### src/common/mfp_pkg.sv
// shared definitions for the 68901-style MFP
// register map, interrupt sources, timer modes and bus structs
package mfp_pkg;

	// cpu register addresses
	typedef enum logic [4:0] {
		GPIP  = 5'h00,
		AER   = 5'h01,
		DDR   = 5'h02,
		IERA  = 5'h03,
		IERB  = 5'h04,
		IPRA  = 5'h05,
		IPRB  = 5'h06,
		ISRA  = 5'h07,
		ISRB  = 5'h08,
		IMRA  = 5'h09,
		IMRB  = 5'h0A,
		VR    = 5'h0B,
		TACR  = 5'h0C,
		TBCR  = 5'h0D,
		TCDCR = 5'h0E,
		TADR  = 5'h0F,
		TBDR  = 5'h10,
		TCDR  = 5'h11,
		TDDR  = 5'h12,
		TSR   = 5'h16,
		UDR   = 5'h17
	} mfp_addr_e;

	// one cpu write cycle
	typedef struct packed {
		logic      valid;
		mfp_addr_e addr;
		logic [7:0] data;
	} mfp_wr_t;

	// interrupt controller state seen by the cpu
	typedef struct packed {
		logic [7:0]  gpip_rd;
		logic [7:0]  aer;
		logic [7:0]  ddr;
		logic [7:0]  vr;
		logic [15:0] ier;
		logic [15:0] ipr;
		logic [15:0] isr;
		logic [15:0] imr;
	} mfp_irq_regs_t;

	typedef enum logic [3:0] {
		STOP      = 4'd0,
		DELAY_4   = 4'd1,
		DELAY_10  = 4'd2,
		DELAY_16  = 4'd3,
		DELAY_50  = 4'd4,
		DELAY_64  = 4'd5,
		DELAY_100 = 4'd6,
		DELAY_200 = 4'd7,
		EVENT     = 4'd8
	} timer_mode_e;

	// interrupt source numbers
	localparam int IRQ_TIMER_A = 13;
	localparam int IRQ_TIMER_B = 8;
	localparam int IRQ_TIMER_C = 5;
	localparam int IRQ_TIMER_D = 4;
	localparam int IRQ_DMA     = 7;
	localparam int IRQ_ACIA    = 6;
	localparam int IRQ_BLITTER = 3;

endpackage

### src/common/mfp_timer_if.sv
// register strobes, readback and expiry pulse of one MFP timer
`timescale 1ns/10ps

interface mfp_timer_if;

	// from the register decoder
	logic       ctrl_we;
	logic       data_we;
	logic [7:0] wdata;

	// from the timer
	logic [3:0] ctrl_rd;
	logic [7:0] count_rd;
	logic       done;

	modport regs (
		output ctrl_we,
		output data_we,
		output wdata,
		input  ctrl_rd,
		input  count_rd
	);

	modport timer (
		input  ctrl_we,
		input  data_we,
		input  wdata,
		output ctrl_rd,
		output count_rd,
		output done
	);

	// interrupt controller only needs the expiry pulse
	modport irq (
		input  done
	);

endinterface

### src/hw/mfp_regs.sv
// MFP cpu register port
// decodes bus cycles into write strobes and muxes read data and the iack vector
`timescale 1ns/10ps

module mfp_regs
	import mfp_pkg::*;
#(
	parameter int num_timers = 4
) (
	input  logic          clk,
	input  logic          reset,
	input  logic [7:0]    din_i,
	input  logic          sel_i,
	input  logic [4:0]    addr_i,
	input  logic          ds_i,
	input  logic          rw_i,
	input  logic          iack_i,
	output logic [7:0]    dout_o,
	output mfp_wr_t       wr_o,
	mfp_timer_if.regs     timers [num_timers],
	input  mfp_irq_regs_t irq_regs_i,
	input  logic [7:0]    irq_vec_i,
	input  logic          fifo_full_i
);

	logic       wr_cycle;
	logic       rd_cycle;
	logic [7:0] udr_q;
	logic [3:0] ctrl_rd [num_timers];
	logic [7:0] count_rd [num_timers];

	assign wr_cycle = sel_i & ~ds_i & ~rw_i;
	assign rd_cycle = sel_i & ~ds_i & rw_i;

	assign wr_o = '{valid: wr_cycle, addr: mfp_addr_e'(addr_i), data: din_i};

	// per-timer strobes, C and D share one control register
	for (genvar i = 0; i < num_timers; i++) begin : g_tmr
		localparam logic [4:0] ctrl_addr = (i < 2) ? 5'(TACR + i) : 5'(TCDCR);
		localparam logic [4:0] data_addr = 5'(TADR + i);
		logic       ctrl_we;
		logic [3:0] ctrl_nib;

		assign ctrl_we  = wr_cycle && (addr_i == ctrl_addr);
		assign ctrl_nib = (i == 2) ? {1'b0, din_i[6:4]} :
		                  (i == 3) ? {1'b0, din_i[2:0]} : din_i[3:0];

		assign timers[i].ctrl_we = ctrl_we;
		assign timers[i].data_we = wr_cycle && (addr_i == data_addr);
		assign timers[i].wdata   = ctrl_we ? {4'h0, ctrl_nib} : din_i;

		assign ctrl_rd[i]  = timers[i].ctrl_rd;
		assign count_rd[i] = timers[i].count_rd;
	end

	// last transmitted byte, readable at UDR since there is no receiver
	always_ff @(posedge clk) begin
		if (reset) begin
			udr_q <= 8'h00;
		end else if (wr_cycle && addr_i == UDR) begin
			udr_q <= din_i;
		end
	end

	always_comb begin
		dout_o = 8'h00;
		if (rd_cycle) begin
			case (mfp_addr_e'(addr_i))
				GPIP:    dout_o = irq_regs_i.gpip_rd;
				AER:     dout_o = irq_regs_i.aer;
				DDR:     dout_o = irq_regs_i.ddr;
				IERA:    dout_o = irq_regs_i.ier[15:8];
				IERB:    dout_o = irq_regs_i.ier[7:0];
				IPRA:    dout_o = irq_regs_i.ipr[15:8];
				IPRB:    dout_o = irq_regs_i.ipr[7:0];
				ISRA:    dout_o = irq_regs_i.isr[15:8];
				ISRB:    dout_o = irq_regs_i.isr[7:0];
				IMRA:    dout_o = irq_regs_i.imr[15:8];
				IMRB:    dout_o = irq_regs_i.imr[7:0];
				VR:      dout_o = irq_regs_i.vr;
				TACR:    dout_o = {4'h0, ctrl_rd[0]};
				TBCR:    dout_o = {4'h0, ctrl_rd[1]};
				TCDCR:   dout_o = {ctrl_rd[2], ctrl_rd[3]};
				// tx buffer empty unless the fifo is full
				TSR:     dout_o = fifo_full_i ? 8'h00 : 8'h80;
				UDR:     dout_o = udr_q;
				default: dout_o = 8'h00;
			endcase
			for (int i = 0; i < num_timers; i++) begin
				if (addr_i == 5'(TADR + i)) begin
					dout_o = count_rd[i];
				end
			end
		end else if (iack_i) begin
			dout_o = irq_vec_i;
		end
	end

endmodule

### src/hw/mfp_timer/mfp_timer.sv
// one MFP down-counting timer
// delay mode divides the external clock, event mode counts input edges
`timescale 1ns/10ps

module mfp_timer
	import mfp_pkg::*;
(
	input  logic       clk,
	input  logic       reset,
	input  logic       clk_ext_i,
	input  logic       event_i,
	mfp_timer_if.timer tmr
);

	timer_mode_e mode;
	logic [7:0]  reload;
	logic [7:0]  count;
	logic [7:0]  pre_cnt;
	logic [7:0]  pre_div;
	logic [2:0]  ext_sync;
	logic [2:0]  evt_sync;
	logic        ext_rise;
	logic        evt_rise;
	logic        is_delay;
	logic        pre_wrap;
	logic        tick;
	logic        done_q;

	function automatic logic [7:0] prescale_div(input timer_mode_e m);
		case (m)
			DELAY_4:   return 8'd4;
			DELAY_10:  return 8'd10;
			DELAY_16:  return 8'd16;
			DELAY_50:  return 8'd50;
			DELAY_64:  return 8'd64;
			DELAY_100: return 8'd100;
			DELAY_200: return 8'd200;
			default:   return 8'd1;
		endcase
	endfunction

	// two sync flops, third stage for the edge
	assign ext_rise = ext_sync[1] & ~ext_sync[2];
	assign evt_rise = evt_sync[1] & ~evt_sync[2];

	assign is_delay = (mode >= DELAY_4) && (mode <= DELAY_200);
	assign pre_div  = prescale_div(mode);
	assign pre_wrap = (pre_cnt == pre_div - 8'd1);

	always_comb begin
		tick = 1'b0;
		if (mode == EVENT) begin
			tick = evt_rise;
		end else if (is_delay) begin
			tick = ext_rise & pre_wrap;
		end
	end

	always_ff @(posedge clk) begin
		if (reset) begin
			mode     <= STOP;
			count    <= 8'h00;
			pre_cnt  <= 8'h00;
			done_q   <= 1'b0;
			ext_sync <= 3'b000;
			evt_sync <= 3'b000;
		end else begin
			ext_sync <= {ext_sync[1:0], clk_ext_i};
			evt_sync <= {evt_sync[1:0], event_i};
			done_q   <= 1'b0;

			if (is_delay && ext_rise) begin
				pre_cnt <= pre_wrap ? 8'h00 : pre_cnt + 8'd1;
			end
			if (tmr.ctrl_we) begin
				mode    <= timer_mode_e'(tmr.wdata[3:0]);
				pre_cnt <= 8'h00;
			end

			// a stopped timer loads the counter directly, 0 counts as 256
			if (tmr.data_we && mode == STOP) begin
				count <= tmr.wdata;
			end else if (tick) begin
				if (count == 8'd1) begin
					count  <= reload;
					done_q <= 1'b1;
				end else begin
					count <= count - 8'd1;
				end
			end
		end
	end

	always_ff @(posedge clk) begin
		if (tmr.data_we) begin
			reload <= tmr.wdata;
		end
	end

	assign tmr.ctrl_rd  = mode;
	assign tmr.count_rd = count;
	assign tmr.done     = done_q;

endmodule

### src/hw/mfp_irq_ctrl.sv
// MFP interrupt controller with the GPIP port
// edge detection, enable/pending/mask/in-service, priority and acknowledge vector
`timescale 1ns/10ps

module mfp_irq_ctrl
	import mfp_pkg::*;
#(
	parameter int num_timers = 4
) (
	input  logic          clk,
	input  logic          reset,
	input  mfp_wr_t       wr_i,
	mfp_timer_if.irq      timers [num_timers],
	input  logic          dma_irq_i,
	input  logic          acia_irq_i,
	input  logic          blitter_irq_i,
	input  logic          mono_detect_i,
	input  logic          iack_i,
	output mfp_irq_regs_t irq_regs_o,
	output logic [7:0]    irq_vec_o,
	output logic          irq_o
);

	localparam int timer_src [4] = '{IRQ_TIMER_A, IRQ_TIMER_B, IRQ_TIMER_C, IRQ_TIMER_D};

	logic [7:0]  gpip, aer, ddr, vr;
	logic [15:0] ier, ipr, isr, imr;
	logic [15:0] ipr_nxt, isr_nxt;
	logic [15:0] src_set;
	logic [15:0] pend_map, active_map;
	logic [3:0]  hi_pend, hi_active;
	logic [7:0]  gpip_in;
	logic [2:0]  periph_q1, periph_q2, periph_rise;
	logic [num_timers-1:0] timer_done;
	logic        iack_q1, iack_q2, ack;

	function automatic logic [3:0] highest_bit(input logic [15:0] map);
		logic [3:0] idx;
		idx = 4'd0;
		for (int b = 0; b < 16; b++) begin
			if (map[b]) idx = 4'(b);
		end
		return idx;
	endfunction

	for (genvar i = 0; i < num_timers; i++) begin : g_done
		assign timer_done[i] = timers[i].done;
	end

	// peripheral lines appear inverted on the port pins
	assign gpip_in = {mono_detect_i, 1'b0, ~dma_irq_i, ~acia_irq_i, ~blitter_irq_i, 3'b000};

	assign periph_rise = periph_q1 & ~periph_q2;
	assign ack         = iack_q1 & ~iack_q2;

	assign pend_map   = ipr & imr;
	assign active_map = (ipr | isr) & imr;
	assign hi_pend    = highest_bit(pend_map);
	assign hi_active  = highest_bit(active_map);

	// a higher source still in service holds off the line
	assign irq_o = (pend_map != 16'h0000) && (hi_active == hi_pend);

	always_comb begin
		src_set = 16'h0000;
		for (int i = 0; i < num_timers; i++) begin
			if (timer_done[i]) src_set[timer_src[i]] = 1'b1;
		end
		src_set[IRQ_BLITTER] = periph_rise[0];
		src_set[IRQ_ACIA]    = periph_rise[1];
		src_set[IRQ_DMA]     = periph_rise[2];
	end

	always_comb begin
		ipr_nxt = ipr;
		isr_nxt = isr;
		if (ack && pend_map != 16'h0000) begin
			ipr_nxt[hi_pend] = 1'b0;
			// software end-of-interrupt mode
			if (vr[3]) isr_nxt[hi_pend] = 1'b1;
		end
		ipr_nxt = ipr_nxt | (src_set & ier);
		if (wr_i.valid) begin
			case (wr_i.addr)
				IERA:    ipr_nxt[15:8] = ipr_nxt[15:8] & wr_i.data;
				IERB:    ipr_nxt[7:0]  = ipr_nxt[7:0] & wr_i.data;
				IPRA:    ipr_nxt[15:8] = ipr_nxt[15:8] & wr_i.data;
				IPRB:    ipr_nxt[7:0]  = ipr_nxt[7:0] & wr_i.data;
				ISRA:    isr_nxt[15:8] = isr_nxt[15:8] & wr_i.data;
				ISRB:    isr_nxt[7:0]  = isr_nxt[7:0] & wr_i.data;
				default: ;
			endcase
		end
	end

	always_ff @(posedge clk) begin
		if (reset) begin
			{gpip, aer, ddr, vr} <= '0;
			{ier, ipr, isr, imr} <= '0;
			periph_q1 <= 3'b000;
			periph_q2 <= 3'b000;
			iack_q1   <= 1'b0;
			iack_q2   <= 1'b0;
		end else begin
			periph_q1 <= {dma_irq_i, acia_irq_i, blitter_irq_i} ^ aer[5:3];
			periph_q2 <= periph_q1;
			iack_q1   <= iack_i;
			iack_q2   <= iack_q1;
			ipr       <= ipr_nxt;
			isr       <= isr_nxt;
			if (wr_i.valid) begin
				case (wr_i.addr)
					GPIP:    gpip       <= wr_i.data;
					AER:     aer        <= wr_i.data;
					DDR:     ddr        <= wr_i.data;
					IERA:    ier[15:8]  <= wr_i.data;
					IERB:    ier[7:0]   <= wr_i.data;
					IMRA:    imr[15:8]  <= wr_i.data;
					IMRB:    imr[7:0]   <= wr_i.data;
					VR:      vr         <= wr_i.data;
					default: ;
				endcase
			end
		end
	end

	// vector sampled every cycle so it is stable during the iack read
	always_ff @(posedge clk) begin
		irq_vec_o <= {vr[7:4], hi_pend};
	end

	assign irq_regs_o = '{
		gpip_rd: (gpip_in & ~ddr) | (gpip & ddr),
		aer:     aer,
		ddr:     ddr,
		vr:      vr,
		ier:     ier,
		ipr:     ipr,
		isr:     isr,
		imr:     imr
	};

endmodule

### src/hw/mfp_uart_fifo.sv
// MFP uart transmit FIFO
// filled by UDR writes, drained by strobes from the external consumer
`timescale 1ns/10ps

module mfp_uart_fifo
	import mfp_pkg::*;
#(
	parameter int fifo_addr_bits = 4
) (
	input  logic       clk,
	input  logic       reset,
	input  mfp_wr_t    wr_i,
	input  logic       serial_strobe_i,
	output logic       serial_avail_o,
	output logic [7:0] serial_data_o,
	output logic       full_o
);

	logic [7:0]                mem [2**fifo_addr_bits];
	logic [fifo_addr_bits-1:0] wr_ptr, rd_ptr;
	logic [2:0]                strobe_sync;
	logic                      strobe_rise;
	logic                      push;

	assign serial_avail_o = (rd_ptr != wr_ptr);
	assign serial_data_o  = mem[rd_ptr];
	// one slot stays free to tell full from empty
	assign full_o         = (rd_ptr == wr_ptr + 1'b1);

	assign strobe_rise = strobe_sync[1] & ~strobe_sync[2];
	assign push        = wr_i.valid && wr_i.addr == UDR && !full_o;

	always_ff @(posedge clk) begin
		if (reset) begin
			wr_ptr      <= '0;
			rd_ptr      <= '0;
			strobe_sync <= 3'b000;
		end else begin
			strobe_sync <= {strobe_sync[1:0], serial_strobe_i};
			if (push) wr_ptr <= wr_ptr + 1'b1;
			if (strobe_rise && serial_avail_o) rd_ptr <= rd_ptr + 1'b1;
		end
	end

	always_ff @(posedge clk) begin
		if (push) begin
			mem[wr_ptr] <= wr_i.data;
		end
	end

endmodule

### src/hw/mfp.sv
// 68901-style multi-function peripheral, top level
// cpu register port, four timers, vectored interrupts and uart transmit FIFO
`timescale 1ns/10ps

module mfp
	import mfp_pkg::*;
#(
	parameter int num_timers     = 4,
	parameter int fifo_addr_bits = 4
) (
	input  logic       clk,
	input  logic       reset,
	input  logic [7:0] din_i,
	input  logic       sel_i,
	input  logic [4:0] addr_i,
	input  logic       ds_i,
	input  logic       rw_i,
	output logic [7:0] dout_o,
	output logic       irq_o,
	input  logic       iack_i,
	output logic       serial_avail_o,
	input  logic       serial_strobe_i,
	output logic [7:0] serial_data_o,
	input  logic       clk_ext_i,
	input  logic [3:0] timer_in_i,
	input  logic       dma_irq_i,
	input  logic       acia_irq_i,
	input  logic       blitter_irq_i,
	input  logic       mono_detect_i
);

	mfp_wr_t       wr;
	mfp_irq_regs_t irq_regs;
	logic [7:0]    irq_vec;
	logic          fifo_full;

	mfp_timer_if tmr_if [num_timers] ();

	mfp_regs #(
		.num_timers (num_timers)
	) u_regs (
		.clk         (clk),
		.reset       (reset),
		.din_i       (din_i),
		.sel_i       (sel_i),
		.addr_i      (addr_i),
		.ds_i        (ds_i),
		.rw_i        (rw_i),
		.iack_i      (iack_i),
		.dout_o      (dout_o),
		.wr_o        (wr),
		.timers      (tmr_if),
		.irq_regs_i  (irq_regs),
		.irq_vec_i   (irq_vec),
		.fifo_full_i (fifo_full)
	);

	// timers A to D, each with its own event input
	for (genvar i = 0; i < num_timers; i++) begin : g_timer
		mfp_timer u_timer (
			.clk       (clk),
			.reset     (reset),
			.clk_ext_i (clk_ext_i),
			.event_i   (timer_in_i[i]),
			.tmr       (tmr_if[i])
		);
	end

	mfp_irq_ctrl #(
		.num_timers (num_timers)
	) u_irq_ctrl (
		.clk           (clk),
		.reset         (reset),
		.wr_i          (wr),
		.timers        (tmr_if),
		.dma_irq_i     (dma_irq_i),
		.acia_irq_i    (acia_irq_i),
		.blitter_irq_i (blitter_irq_i),
		.mono_detect_i (mono_detect_i),
		.iack_i        (iack_i),
		.irq_regs_o    (irq_regs),
		.irq_vec_o     (irq_vec),
		.irq_o         (irq_o)
	);

	mfp_uart_fifo #(
		.fifo_addr_bits (fifo_addr_bits)
	) u_uart_fifo (
		.clk             (clk),
		.reset           (reset),
		.wr_i            (wr),
		.serial_strobe_i (serial_strobe_i),
		.serial_avail_o  (serial_avail_o),
		.serial_data_o   (serial_data_o),
		.full_o          (fifo_full)
	);

endmodule

### config.mk
export PLATFORM = sky130hd
export DESIGN_NAME = mfp
export DESIGN_NICKNAME = d
export VERILOG_FILES = /design/src/common/mfp_pkg.sv /design/src/common/mfp_timer_if.sv /design/src/hw/mfp_regs.sv /design/src/hw/mfp_timer/mfp_timer.sv /design/src/hw/mfp_irq_ctrl.sv /design/src/hw/mfp_uart_fifo.sv /design/src/hw/mfp.sv
export SDC_FILE = /design/constraint.sdc
export NUM_CORES = 1
export LEC_CHECK = 0
export BUFFER_PORTS_ARGS = -buffer_cell sky130_fd_sc_hd__clkbuf_2
export CORE_ASPECT_RATIO = 1.25
export CORE_MARGIN = 10
export CORE_UTILIZATION = 35
export DETAILED_ROUTE_END_ITERATION = 8
export HOLD_SLACK_MARGIN = 0.08
export PLACE_DENSITY = 0.61
export RECOVER_POWER = 25
export SETUP_SLACK_MARGIN = 0.1
export SYNTH_ARGS = -nofsm -noshare
export SYNTH_HDL_FRONTEND = slang
export SYNTH_SLANG_ARGS = --single-unit
### constraint.sdc
create_clock -name clk -period 2.9 [get_ports clk]
set_input_delay 0.29 -clock clk [delete_from_list [all_inputs] [get_ports clk]]
set_output_delay 0.29 -clock clk [all_outputs]
set_load 0.03 [all_outputs]
==> results.md <==
* Status: complete, but fails checks
* Failing checks: max-capacitance violations, max-slew violations
* Crit Path Class: flop to primary output
* Vias per inst at 5.70
* Seq. cell area at between 9000 and 10000 um2
* Share of cells above drive strength 1 at 18.3%
* Input/output buffers at 46
* DR iter-0 viols at 1266
* Mean routed wirelength per cell at 23.0 um
* Die area at 63300 um2
* Post-synth EDFFs at between 150 and 200
* Sequential power share at between 40% and 50%
* Final Critical Period at ~2.8 ns
* DP Worst Slack at just over 0.009 ns
* Number of failing hold endpoints at the final stage at 0
* GP Congestion at approximately 0.98
* Net Switching at between 2 and 3 mW
* CTS H-tree depth at 2
* Post-Route Utilization at 41.8%
* Row cnt at 94
* Clock Tree Buf Depth at 3
* Worst Reg-to-Reg Cells at 9
* Global-route wire length before repair at roughly 94000 um
* Initial antenna violation count at 0
* Skew-Pair Late Insertion Delay at slightly below 0.6 ns
* TNS Setup at 0 ns
* GRT Total Usage at between 10% and 20%
* HPWL Detailed at 44600 um
* Max_cap viols at 8
* Post-Route WL at about 62000 um
* Commonest non-fill, non-tap cells in the layout: 210 x dfxtp_1, 208 x nor2_1, 196 x nand2_1
* Final Max Tran Viols at between 200 and 250
* Leakage at ~8 nW
* Cell Int Power at 9.19 mW
* Unrepaired setup endpoints after global routing: yes
* Starting Density at between 30% and 40%
* Fin Clk Skew at between 0.02 and 0.025 ns
* Max_slew headroom at -34.5%
* CP Max Fanout at 3
* Critical Path RT at ~2.6 ns
* Hold slack at roughly 0.3 ns
* CTS tree: built
* Core box area at around 53000 um2
* Placed instance area at between 20000 and 25000 um2
* Synth Warn # at 0
* Vias in the first global route at 15100
* Critical path arrival at 2.50 ns
* Design area at roughly 22000 um2
* Logic gate share of total power at just over 4%
* Via count at between 15000 and 20000
* Placed cells at about 2600
* Commonest non-fill, non-tap cell in the layout: dfxtp_1
* Worst flop-to-flop path startpoint: g_timer[0].u_timer.tmr.ctrl_rd[3]$_SDFFE_PP0P_
* Gate Count Post-Synth at around 1900
* Mapped Area at 18700 um2
* Layout area overhead at 17.8%
* Sequential share of the synthesized area at roughly half
* Total power at approximately 12 mW
* CTS root buf: clkbuf_16
* Die width at ~230 um
* CTS clk-pin slew, worst paths at roughly 0.060 ns
* Post-synth ARST share at 0%
* Final #Nets at slightly above 2000
* Top_reg_cell synth: dfxtp_1
* Io pins at 47
* Power density cells at between 500 and 600 nW/um2
* Crit path capture: dout_o[7]
* Fmax at between 300 and 400 MHz
* CP endpoint kind: primary output
* Crit start category: flop
* Hold Path Class: primary input to flop
* Worst r2r dst: g_timer[0].u_timer.tmr.count_rd[3]$_SDFFE_PP0P_
* Netlist cell types at 87
* #FFs+latches synth at between 300 and 400
* Sink Count at just under 400
* Worst Tran Pin Value at 2.02 ns
* Final setup violation count at 0
* CTS Buf Count at 42
* Clock Power Share at between 40% and 50%
* Die H at between 200 and 300 um
* Area of the multi-input gates at 8830 um2
* Net count after synthesis at ~1900
* Synth Area per Inst at 10.0 um2
* Fill cells at a little over 5000
* DRT Pass-1 Iters at 6
* N_diodes at 0
* Worst vdd ir at 0.499 mV
* Non-Filler Instances at about 2700
* DRC errors left at 0
* Largest net degree at the start of global routing at 74
* Sw frac at between 20% and 30%
* Fin crit share at between 90% and 100%
* R2R Setup Slk at around 0.25 ns
* CP Launch Point: u_uart_fifo.wr_ptr[1]$_SDFFE_PP0P_
* GRT Residual Overflow at 0
* Final worst slack at between 0.1 and 0.15 ns
* Routed Antenna Nets at 0
[worst min-delay path by stage]
stage	start	endpoint	slack, ns	cells after the start
2_1_floorplan	u_irq_ctrl.vr[5]$_SDFFE_PP0P_	u_irq_ctrl.irq_vec_o[5]$_DFF_P_	0.35	0
3_3_place_gp	u_irq_ctrl.vr[4]$_SDFFE_PP0P_	u_irq_ctrl.irq_vec_o[4]$_DFF_P_	0.40	0
3_5_place_dp	u_irq_ctrl.vr[4]$_SDFFE_PP0P_	u_irq_ctrl.irq_vec_o[4]$_DFF_P_	0.40	0
4_1_cts	reset	g_timer[1].u_timer.tmr.ctrl_rd[3]$_SDFFE_PP0P_	0.11	2
5_1_grt	ds_i	u_irq_ctrl.ier[9]$_SDFFE_PP0P_	0.31	5
6_report	ds_i	u_regs.udr_q[1]$_SDFFE_PP0P_	0.29	5
[power by group through the flow]
stage / Combinational [mW] / Clock (mW) / Sequential (mW)
after CTS: 0.486 / 5.76 / 5.78
after detailed placement: 0.469 / 0 / 5.90
after floorplan: 0.240 / 0 / 5.89
final: 0.482 / 5.63 / 5.78
after global routing: 0.515 / 5.95 / 5.77
after global placement: 0.466 / 0 / 5.90
[critical path, stage by stage (launching register included)]
cell and delay [ns]:
dfxtp_4 0.36, buf_4 0.14, ha_4 0.16, xnor2_2 0.13, nor4_1 0.07, buf_4 0.16, a21o_1 0.19, a211oi_4 0.26
nor3_2 0.06, o21ai_2 0.19, clkbuf_8 0.20
[per-layer routing]
layer | global-route usage (%) | part of all wire [%] | up-vias
met3 | 2.62 | 4.3 | 123
met4 | 7.31 | 4.0 | 0
met2 | 33.8 | 50 | 458
met1 | 23.3 | 41 | 7639
li1 | - | - | 7068
met5 | 0 | 0 | -
[synthesized netlist by cell type (all sizes together), types with 6 or more instances]
library cell / number / area (um2)
a211o: 13 / 116
a211oi: 10 / 75.1
a21boi: 6 / 45.0
a21o: 6 / 45.0
a21oi: 125 / 626
a221oi: 13 / 114
a22o: 13 / 114
a22oi: 16 / 120
a31oi: 31 / 194
and2: 21 / 131
and3: 13 / 83.8
and4: 6 / 52.6
buf: 28 / 150
clkbuf: 93 / 420
dfxtp: 233 / 4660
edfxtp: 160 / 4800
ha: 17 / 213
inv: 25 / 93.8
mux2: 12 / 135
mux2i: 55 / 551
mux4: 40 / 901
nand2: 197 / 739
nand2b: 25 / 156
nand3: 100 / 500
nand3b: 11 / 82.6
nand4: 25 / 156
nor2: 212 / 801
nor2b: 48 / 300
nor3: 44 / 241
nor3b: 9 / 67.6
nor4: 11 / 68.8
o2111ai: 10 / 87.6
o211ai: 22 / 165
o21ai: 47 / 235
o31ai: 6 / 45.0
or3: 6 / 37.5
xnor2: 26 / 228
xor2: 43 / 377
[flip-flops by register name, summed over array words and instances (netlist names), 12 cells and up, named ones only]
signal and cells:
g_timer.u_timer.reload 32, g_timer.u_timer.evt_sync 12, g_timer.u_timer.tmr.count_rd 32, u_irq_ctrl.ier 16, g_timer.u_timer.pre_cnt 32, g_timer.u_timer.tmr.ctrl_rd 15, u_irq_ctrl.ipr 16, u_irq_ctrl.isr 16
u_uart_fifo.mem 128, u_irq_ctrl.imr 16
[logic make-up after synthesis]
logic type	Yosys count	synth area share, %
AO/OA/AOI/OAI	381	13.7
XOR/XNOR	69	3.22
adder cells (fa/ha/maj)	17	1.13
buffers and inverters	147	3.56
flip-flops	393	50.5
multiplexers	107	8.46
AND/OR/NAND/NOR	753	19.4
[area by class of cell]
type	count	area share, %
Sequential cell	393	43.1
Multi-Input combinational cell	1327	40.0
Timing Repair Buffer	186	6.13
Clock buffer	54	5.23
Tap cell	672	3.81
Clock inverter	24	1.34
Inverter	26	0.453
[what timing repair did]
item	in CTS	in global routing
endpoints found under the hold margin	10	0
gates cloned	1	0
buffers inserted	10	3
pin swaps	14	5
endpoints found under the setup margin	13	20
hold buffers	10	0
resized for setup	57	42
No activity file was read; power rests on OpenSTA's default activity.
